`src/hdl/wisc_pkg.sv`:
```
package wisc_pkg;

	// Datapath widths
	localparam int word_w    = 16;
	localparam int reg_idx_w = 3;
	localparam int num_regs  = 8;

	// JAL and JALR link target
	localparam logic [reg_idx_w-1:0] link_reg = 3'd7;

	// Major opcode, instr[15:11]
	typedef enum logic [4:0] {
		op_halt     = 5'b00000,
		op_nop      = 5'b00001,
		op_j        = 5'b00100,
		op_jr       = 5'b00101,
		op_jal      = 5'b00110,
		op_jalr     = 5'b00111,
		op_addi     = 5'b01000,
		op_subi     = 5'b01001,
		op_xori     = 5'b01010,
		op_andni    = 5'b01011,
		op_beqz     = 5'b01100,
		op_bnez     = 5'b01101,
		op_bltz     = 5'b01110,
		op_bgez     = 5'b01111,
		op_st       = 5'b10000,
		op_ld       = 5'b10001,
		op_slbi     = 5'b10010,
		op_stu      = 5'b10011,
		op_roli     = 5'b10100,
		op_slli     = 5'b10101,
		op_rori     = 5'b10110,
		op_srli     = 5'b10111,
		op_lbi      = 5'b11000,
		op_btr      = 5'b11001,
		op_shift_rr = 5'b11010,
		op_alu_rr   = 5'b11011,
		op_seq      = 5'b11100,
		op_slt      = 5'b11101,
		op_sle      = 5'b11110,
		op_sco      = 5'b11111
	} opcode_e;

	// Function field; for the shift group the same codes mean rol, sll, ror, srl
	typedef enum logic [1:0] {
		fn_add  = 2'b00,
		fn_sub  = 2'b01,
		fn_xor  = 2'b10,
		fn_andn = 2'b11
	} alu_fn_e;

	typedef struct packed {
		logic                 valid;
		logic                 illegal;
		opcode_e              op;
		alu_fn_e              fn;
		logic [reg_idx_w-1:0] rs;
		logic [reg_idx_w-1:0] rt;
		logic [reg_idx_w-1:0] rd;
		logic                 writes;
		logic [word_w-1:0]    imm;
		logic [word_w-1:0]    pc;
	} decoded_t;

	typedef struct packed {
		logic                 valid;
		logic                 illegal;
		logic                 halt;
		logic                 writes;
		logic [reg_idx_w-1:0] rd;
		logic [word_w-1:0]    data;
		logic                 redirect;
		logic [word_w-1:0]    target;
	} wb_t;

endpackage
```
`src/hdl/wisc_pipe_top.sv`:
```
`timescale 1ns/1ps

module wisc_pipe_top (
	input  logic                        clk,
	input  logic                        rst,
	input  logic                        instr_valid,
	input  logic [wisc_pkg::word_w-1:0] instr,
	input  logic [wisc_pkg::word_w-1:0] pc,
	output wisc_pkg::wb_t               wb,
	output logic                        halted
);
	import wisc_pkg::*;

	decoded_t          dec;
	logic [word_w-1:0] rs_val;
	logic [word_w-1:0] rt_val;
	logic [word_w-1:0] rf_wdata;
	logic              rf_we;
	logic              halted_q;
	logic              issue_valid;

	// Halt shows up together with the HALT record, then sticks
	assign halted      = halted_q | (wb.valid & wb.halt);
	assign issue_valid = instr_valid & ~halted;

	always_ff @(posedge clk)
	begin
		if (rst)
			halted_q <= 1'b0;
		else if (wb.valid && wb.halt)
			halted_q <= 1'b1;
	end

	instr_decode instr_decode_inst (
		.clk         (clk),
		.rst         (rst),
		.instr_valid (issue_valid),
		.instr       (instr),
		.pc          (pc),
		.dec         (dec)
	);

	reg_file reg_file_inst (
		.clk     (clk),
		.rst     (rst),
		.we      (rf_we),
		.waddr   (dec.rd),
		.raddr_a (dec.rs),
		.raddr_b (dec.rt),
		.wdata   (rf_wdata),
		.rdata_a (rs_val),
		.rdata_b (rt_val)
	);

	execute_stage execute_stage_inst (
		.clk      (clk),
		.rst      (rst),
		.dec      (dec),
		.rs_val   (rs_val),
		.rt_val   (rt_val),
		.rf_we    (rf_we),
		.rf_wdata (rf_wdata),
		.wb       (wb)
	);

endmodule

```
`src/hdl/execute_stage.sv`:
```
`timescale 1ns/1ps

module execute_stage (
	input  logic                        clk,
	input  logic                        rst,
	input  wisc_pkg::decoded_t          dec,
	input  logic [wisc_pkg::word_w-1:0] rs_val,
	input  logic [wisc_pkg::word_w-1:0] rt_val,
	output logic                        rf_we,
	output logic [wisc_pkg::word_w-1:0] rf_wdata,
	output wisc_pkg::wb_t               wb
);
	import wisc_pkg::*;

	logic [word_w-1:0]   operand;
	logic [word_w-1:0]   seq_pc;
	logic [word_w-1:0]   result;
	logic [word_w-1:0]   target;
	logic [2*word_w-1:0] rot_l;
	logic [2*word_w-1:0] rot_r;
	logic [3:0]          shamt;
	logic                taken;
	wb_t                 nxt;

	// Immediate group uses imm, register group uses rt
	assign operand = (dec.op inside {op_addi, op_subi, op_xori, op_andni,
		op_roli, op_slli, op_rori, op_srli}) ? dec.imm : rt_val;
	assign seq_pc  = dec.pc + 16'd2;
	assign shamt   = operand[3:0];
	// Rotates via a doubled word
	assign rot_l   = {rs_val, rs_val} << shamt;
	assign rot_r   = {rs_val, rs_val} >> shamt;

	always_comb
	begin
		result = '0;
		taken  = 1'b0;
		target = seq_pc + dec.imm;
		case (dec.op)
			op_addi, op_subi, op_xori, op_andni, op_alu_rr:
			begin
				case (dec.fn)
					fn_add:  result = rs_val + operand;
					fn_sub:  result = operand - rs_val;
					fn_xor:  result = rs_val ^ operand;
					fn_andn: result = rs_val & ~operand;
				endcase
			end
			op_roli, op_slli, op_rori, op_srli, op_shift_rr:
			begin
				case (dec.fn)
					fn_add:  result = rot_l[2*word_w-1:word_w];
					fn_sub:  result = rs_val << shamt;
					fn_xor:  result = rot_r[word_w-1:0];
					fn_andn: result = rs_val >> shamt;
				endcase
			end
			op_seq: result = {15'b0, rs_val == rt_val};
			op_slt: result = {15'b0, $signed(rs_val) < $signed(rt_val)};
			op_sle: result = {15'b0, $signed(rs_val) <= $signed(rt_val)};
			op_lbi: result = dec.imm;
			op_slbi: result = (rs_val << 8) | dec.imm;
			op_beqz: taken = (rs_val == '0);
			op_bnez: taken = (rs_val != '0);
			op_bltz: taken = rs_val[word_w-1];
			op_bgez: taken = !rs_val[word_w-1];
			op_j: taken = 1'b1;
			op_jal:
			begin
				taken  = 1'b1;
				result = seq_pc;
			end
			op_jr:
			begin
				taken  = 1'b1;
				target = rs_val + dec.imm;
			end
			op_jalr:
			begin
				taken  = 1'b1;
				target = rs_val + dec.imm;
				result = seq_pc;
			end
			default:
			begin
				result = '0;
			end
		endcase
	end

	// Register file is written on the same edge that records wb
	assign rf_we    = dec.valid & dec.writes;
	assign rf_wdata = result;

	always_comb
	begin
		nxt.valid    = dec.valid;
		nxt.illegal  = dec.illegal;
		nxt.halt     = (dec.op == op_halt);
		nxt.writes   = dec.writes;
		nxt.rd       = dec.rd;
		nxt.data     = result;
		nxt.redirect = dec.valid & taken;
		nxt.target   = target;
	end

	always_ff @(posedge clk)
	begin
		wb <= nxt;
		if (rst)
		begin
			wb.valid    <= 1'b0;
			wb.redirect <= 1'b0;
		end
	end

	a_redirect_op: assert property (@(posedge clk) disable iff (rst)
		wb.redirect |-> $past(dec.op) inside {op_beqz, op_bnez, op_bltz, op_bgez,
			op_j, op_jr, op_jal, op_jalr});

endmodule

```
`src/hdl/reg_file.sv`:
```
`timescale 1ns/1ps

module reg_file (
	input  logic                           clk,
	input  logic                           rst,
	input  logic                           we,
	input  logic [wisc_pkg::reg_idx_w-1:0] waddr,
	input  logic [wisc_pkg::reg_idx_w-1:0] raddr_a,
	input  logic [wisc_pkg::reg_idx_w-1:0] raddr_b,
	input  logic [wisc_pkg::word_w-1:0]    wdata,
	output logic [wisc_pkg::word_w-1:0]    rdata_a,
	output logic [wisc_pkg::word_w-1:0]    rdata_b
);
	import wisc_pkg::*;

	logic [word_w-1:0] regs [num_regs];

	always_ff @(posedge clk)
	begin
		if (rst)
		begin
			for (int i = 0; i < num_regs; i++)
				regs[i] <= '0;
		end
		else if (we)
		begin
			regs[waddr] <= wdata;
		end
	end

	// Reads see the write one cycle later, no internal bypass
	assign rdata_a = regs[raddr_a];
	assign rdata_b = regs[raddr_b];

	a_wdata_known: assert property (@(posedge clk) disable iff (rst)
		we |-> !$isunknown(wdata));

endmodule

```
`src/hdl/instr_decode.sv`:
```
`timescale 1ns/1ps

module instr_decode (
	input  logic                        clk,
	input  logic                        rst,
	input  logic                        instr_valid,
	input  logic [wisc_pkg::word_w-1:0] instr,
	input  logic [wisc_pkg::word_w-1:0] pc,
	output wisc_pkg::decoded_t          dec
);
	import wisc_pkg::*;

	opcode_e           op;
	logic [word_w-1:0] imm_value;
	decoded_t          nxt;

	assign op = opcode_e'(instr[15:11]);

	imm_decode imm_decode_inst (
		.instr     (instr),
		.imm_value (imm_value)
	);

	always_comb
	begin
		nxt       = '0;
		nxt.valid = instr_valid;
		nxt.op    = op;
		nxt.imm   = imm_value;
		nxt.pc    = pc;
		// R-format field positions by default
		nxt.fn    = alu_fn_e'(instr[1:0]);
		nxt.rs    = instr[10:8];
		nxt.rt    = instr[7:5];
		nxt.rd    = instr[4:2];
		case (op)
			op_addi, op_subi, op_xori, op_andni,
			op_roli, op_slli, op_rori, op_srli:
			begin
				// Low opcode bits line up with the function codes
				nxt.fn     = alu_fn_e'(instr[12:11]);
				nxt.rd     = instr[7:5];
				nxt.writes = 1'b1;
			end
			op_alu_rr, op_shift_rr, op_seq, op_slt, op_sle:
			begin
				nxt.writes = 1'b1;
			end
			op_lbi, op_slbi:
			begin
				// Source doubles as destination
				nxt.rd     = instr[10:8];
				nxt.writes = 1'b1;
			end
			op_jal, op_jalr:
			begin
				nxt.rd     = link_reg;
				nxt.writes = 1'b1;
			end
			op_halt, op_nop, op_beqz, op_bnez, op_bltz, op_bgez, op_j, op_jr:
			begin
				nxt.writes = 1'b0;
			end
			default:
			begin
				// Memory ops, BTR, SCO and unused encodings
				nxt.illegal = 1'b1;
			end
		endcase
	end

	always_ff @(posedge clk)
	begin
		dec <= nxt;
		if (rst)
			dec.valid <= 1'b0;
	end

	a_no_illegal_write: assert property (@(posedge clk) disable iff (rst)
		dec.valid |-> !(dec.illegal && dec.writes));

endmodule

```
`src/hdl/imm_decode.sv`:
```
`timescale 1ns/1ps

module imm_decode (
	input  logic [wisc_pkg::word_w-1:0] instr,
	output logic [wisc_pkg::word_w-1:0] imm_value
);
	import wisc_pkg::*;

	opcode_e op;

	assign op = opcode_e'(instr[15:11]);

	always_comb
	begin
		case (op)
			// 5-bit signed immediate
			op_addi, op_subi,
			op_roli, op_slli, op_rori, op_srli,
			op_st, op_ld, op_stu:
			begin
				imm_value = {{11{instr[4]}}, instr[4:0]};
			end

			// Logical ops take the immediate unsigned
			op_xori, op_andni:
			begin
				imm_value = {11'b0, instr[4:0]};
			end

			// Branch offsets, LBI constant, register jump offsets
			op_beqz, op_bnez, op_bltz, op_bgez,
			op_lbi, op_jr, op_jalr:
			begin
				imm_value = {{8{instr[7]}}, instr[7:0]};
			end

			// Low byte shifted in unsigned
			op_slbi:
			begin
				imm_value = {8'b0, instr[7:0]};
			end

			// 11-bit jump displacement
			op_j, op_jal:
			begin
				imm_value = {{5{instr[10]}}, instr[10:0]};
			end

			// No immediate in this format
			default:
			begin
				imm_value = '0;
			end
		endcase
	end

endmodule

```
`config.mk`:
```
export PLATFORM = sky130hd
export DESIGN_NAME = wisc_pipe_top
export DESIGN_NICKNAME = d
export VERILOG_FILES = /design/src/hdl/wisc_pkg.sv /design/src/hdl/wisc_pipe_top.sv /design/src/hdl/execute_stage.sv /design/src/hdl/reg_file.sv /design/src/hdl/instr_decode.sv /design/src/hdl/imm_decode.sv
export SDC_FILE = /design/constraint.sdc
export NUM_CORES = 1
export LEC_CHECK = 0
export BUFFER_PORTS_ARGS = -buffer_cell sky130_fd_sc_hd__buf_4
export CAP_MARGIN = 10
export CORE_UTILIZATION = 30
export DETAILED_ROUTE_END_ITERATION = 10
export HOLD_SLACK_MARGIN = 0.06
export SLEW_MARGIN = 20
export SYNTH_ARGS = -nofsm -noshare
export SYNTH_HDL_FRONTEND = slang
export SYNTH_SLANG_ARGS = --single-unit
```
`constraint.sdc`:
```
create_clock -name clk -period 12.01 [get_ports clk]
set_input_delay 0.6005 -clock clk [delete_from_list [all_inputs] [get_ports clk]]
set_output_delay 0.6005 -clock clk [all_outputs]
set_load 0.01 [all_outputs]
```
==> results.json <==
{
  "ys_async_sr_fraction": 0,
  "end_kind": "flop",
  "synth_warnings": 0,
  "placed_cell_area_mm2": 0.0157,
  "area_growth_pct": 12.7,
  "timing.fmax_mhz": 154,
  "grt_pass1_vias": 11900,
  "synth_xor_area_frac": 0.0334,
  "setup_ws_ps": 5520,
  "avgRoutedWirePerCell_um": 24.5,
  "synth.distinct_cells": 89,
  "cts_sinks": 215,
  "synth-seq-area-share": 0.382,
  "met1_usage": 0.273,
  "firstDrtPassIters": 5,
  "grt_use_total": 0.208,
  "slew_headroom": 0.195,
  "drc": 0,
  "core_area_mm2": 0.0479,
  "dieArea_mm2": 0.0496,
  "tritoncts": "built",
  "htree_levels": 1,
  "synth_adder_area_share": 0.0573,
  "ys.flop_type": "edfxtp_1",
  "die_h_um": 223,
  "fin_skew_ps": 14.8,
  "cts_max_path_buffers": 3,
  "power_mw": 2.41,
  "synthMuxAreaShare": 0.159,
  "grt_overflow": 0,
  "netlist_instances": 1490,
  "layout_common_cells": "231 x nor2_1, 128 x edfxtp_1, 108 x nand2_1",
  "crit_type": "reg2reg",
  "tightest_slew_ps": 1190,
  "mostFrequentLayoutCell": "nor2_1",
  "rsz0062_at_grt": "no",
  "grtUsageMet3": 0.0276,
  "first_iter_violations": 1288,
  "fill_cells": 4805,
  "status": "complete, no violations",
  "worst_skew_pair.late_latency_ps": 550,
  "grt_start_max_net_pins": 54,
  "synth_area_mm2": 0.0146,
  "synth_fp_nets": 1590,
  "worst_hold_slack_ps": 154,
  "powerDensity_mw_per_mm2": 146,
  "multiInputGateArea_mm2": 0.00841,
  "synth_top_area_cell": "edfxtp_1",
  "row_count": 80,
  "drv_cap": 0,
  "cts_resized": 0,
  "cts_inserted_buffers": 23,
  "dpl.cell_count": 2111,
  "num_vias": 12400,
  "synth_compound_area_frac": 0.179,
  "drv_slew": 0,
  "synthTopCellsByArea": "edfxtp_1 26%, dfxtp_1 12%, mux4_2 8.0%, mux2i_1 6.0%, nor2_1 5.9%",
  "stdcell_area_mm2": 0.0165,
  "cts_setup_buffers": 0,
  "syn_area_per_cell_um2": 9.81,
  "post-route-period-util": 0.540,
  "port_buffers": 75,
  "p_leak_nw": 6.53,
  "netlist.area_leader.share": 0.263,
  "viasPerCell": 5.76,
  "globalplace.congestion": 0.976,
  "startpoint_type": "flop",
  "io_pins": 76,
  "ir_worst_vdd_v": 0.0000761,
  "use_met2": 0.341,
  "fin_cells": 2152,
  "synth_top_family_by_area": "compound AO/OA/AOI/OAI gates",
  "root_buffer": "clkbuf_16",
  "setup-tns-final_ps": 0,
  "finalSetupViolCount": 0,
  "required_ps": 12270,
  "synth-simple-area-share": 0.145,
  "hold_buffers": 0,
  "final-seq-area_mm2": 0.00559,
  "antenna_cells": 0,
  "grt_pass1_wl_um": 77500,
  "cp_max_fo": 19,
  "hpwl_um": 37900,
  "hold_path_class": "in2reg",
  "place_worst_setup_slack_ps": 5720,
  "final_nets": 1621,
  "final_util": 0.344,
  "fp.dieW_um": 223,
  "grt_most_used_layer": "met2",
  "clk_pin_slew_ps": 60,
  "cp_data_arrival_time_ps": 6750,
  "drive_gt1_frac": 0.160,
  "synth-edff-count": 128,
  "min_period_ps": 6490,
  "start_util": 0.305,
  "final_hold_viol_count": 0,
  "ant_nets": 0,
  "yosys_register_bits": 215,
  "antenna_found_initial": 0,
  "wirelength_um": 52700
}
==> worst max-delay path: stages (launching register included) <==
cell       delay [ps]
dfxtp_1           300
buf_4             240
nand2b_1          710
o22ai_1           190
nor2_1            360
inv_1             390
or4_1             570
nor3_1            550
a41oi_1           320
xnor2_1           210
ha_1              400
o2111ai_1         160
o211ai_1          220
a21oi_1           150
xnor2_1           150
a211oi_1          310
o211ai_1          250
a211oi_2          600
nor2_1            120
==> power by group <==
| group | total [mW] | internal (mW) | switching (mW) |
|---|---|---|---|
| logic | 0.811 | 0.309 | 0.502 |
| clock network | 0.723 | 0.425 | 0.298 |
| registers | 0.873 | 0.839 | 0.0341 |
==> state kept, by name (all words and copies together) (netlist names), named ones only <==
name and cells:
execute_stage_inst.wb 40, halted_q 1, reg_file_inst.regs 128, instr_decode_inst.dec 40
==> cell usage after synthesis (9+ instances only) <==
cell type  number
a21o_1         32
nand3_1        27
inv_1          49
o22a_1         12
nor2_1        231
o22ai_1        13
a22oi_1        10
o221ai_1       26
nand2b_1       15
xor2_1         17
o21a_1         19
xnor2_1        36
nand2_1       108
a21oi_1        74
o211ai_1       15
dfxtp_1        87
nor3_1         25
mux2_2         22
o21ai_0        58
and2_1         13
mux2i_1        87
buf_1          11
edfxtp_1      128
mux4_2         52
nor2b_1         9
ha_1           63
clkbuf_1       49
buf_2          28
a211oi_1       14
a31oi_1        12
==> layout make-up <==
class,instances,area share
clock inverters,11,0.00866
clock buffers,30,0.0371
flip-flops and latches,215,0.339
inverters,55,0.0126
well taps,615,0.0467
repair buffers,100,0.0456
multi-input cells,1126,0.510
==> routing by layer <==
metal,part of all wire,routed length [um]
met5,0,0
met4,0.042,2190
met3,0.061,3230
met2,0.47,24700
met1,0.43,22500
==> cell families (layout without fill, tap and decap cells) <==
| group | count (synthesis) | in the layout |
|---|---|---|
| AOI/OAI and AO/OA | 363 | 363 |
| xor gates and xnor gates | 54 | 54 |
| adders and majority gates | 66 | 66 |
| buffers and inverters | 149 | 196 |
| DFF | 215 | 215 |
| muxes | 164 | 164 |
| and+or+nand+nor | 479 | 479 |
==> final timing paths <==
check / from / end / slack (ps) / depth (start not counted)
max reg2reg: flop / reg_file_inst.regs[0][12]$_SDFFCE_PN0P_ / 5520 / 18
max: flop / reg_file_inst.regs[0][12]$_SDFFCE_PN0P_ / 5520 / 18
min: pc[15] / instr_decode_inst.dec[15]$_DFF_P_ / 150 / 1
min reg2reg: instr_decode_inst.dec[49]$_DFF_P_ / execute_stage_inst.wb[38]$_DFF_P_ / 330 / 0
Power figures use the tool's default switching activity.
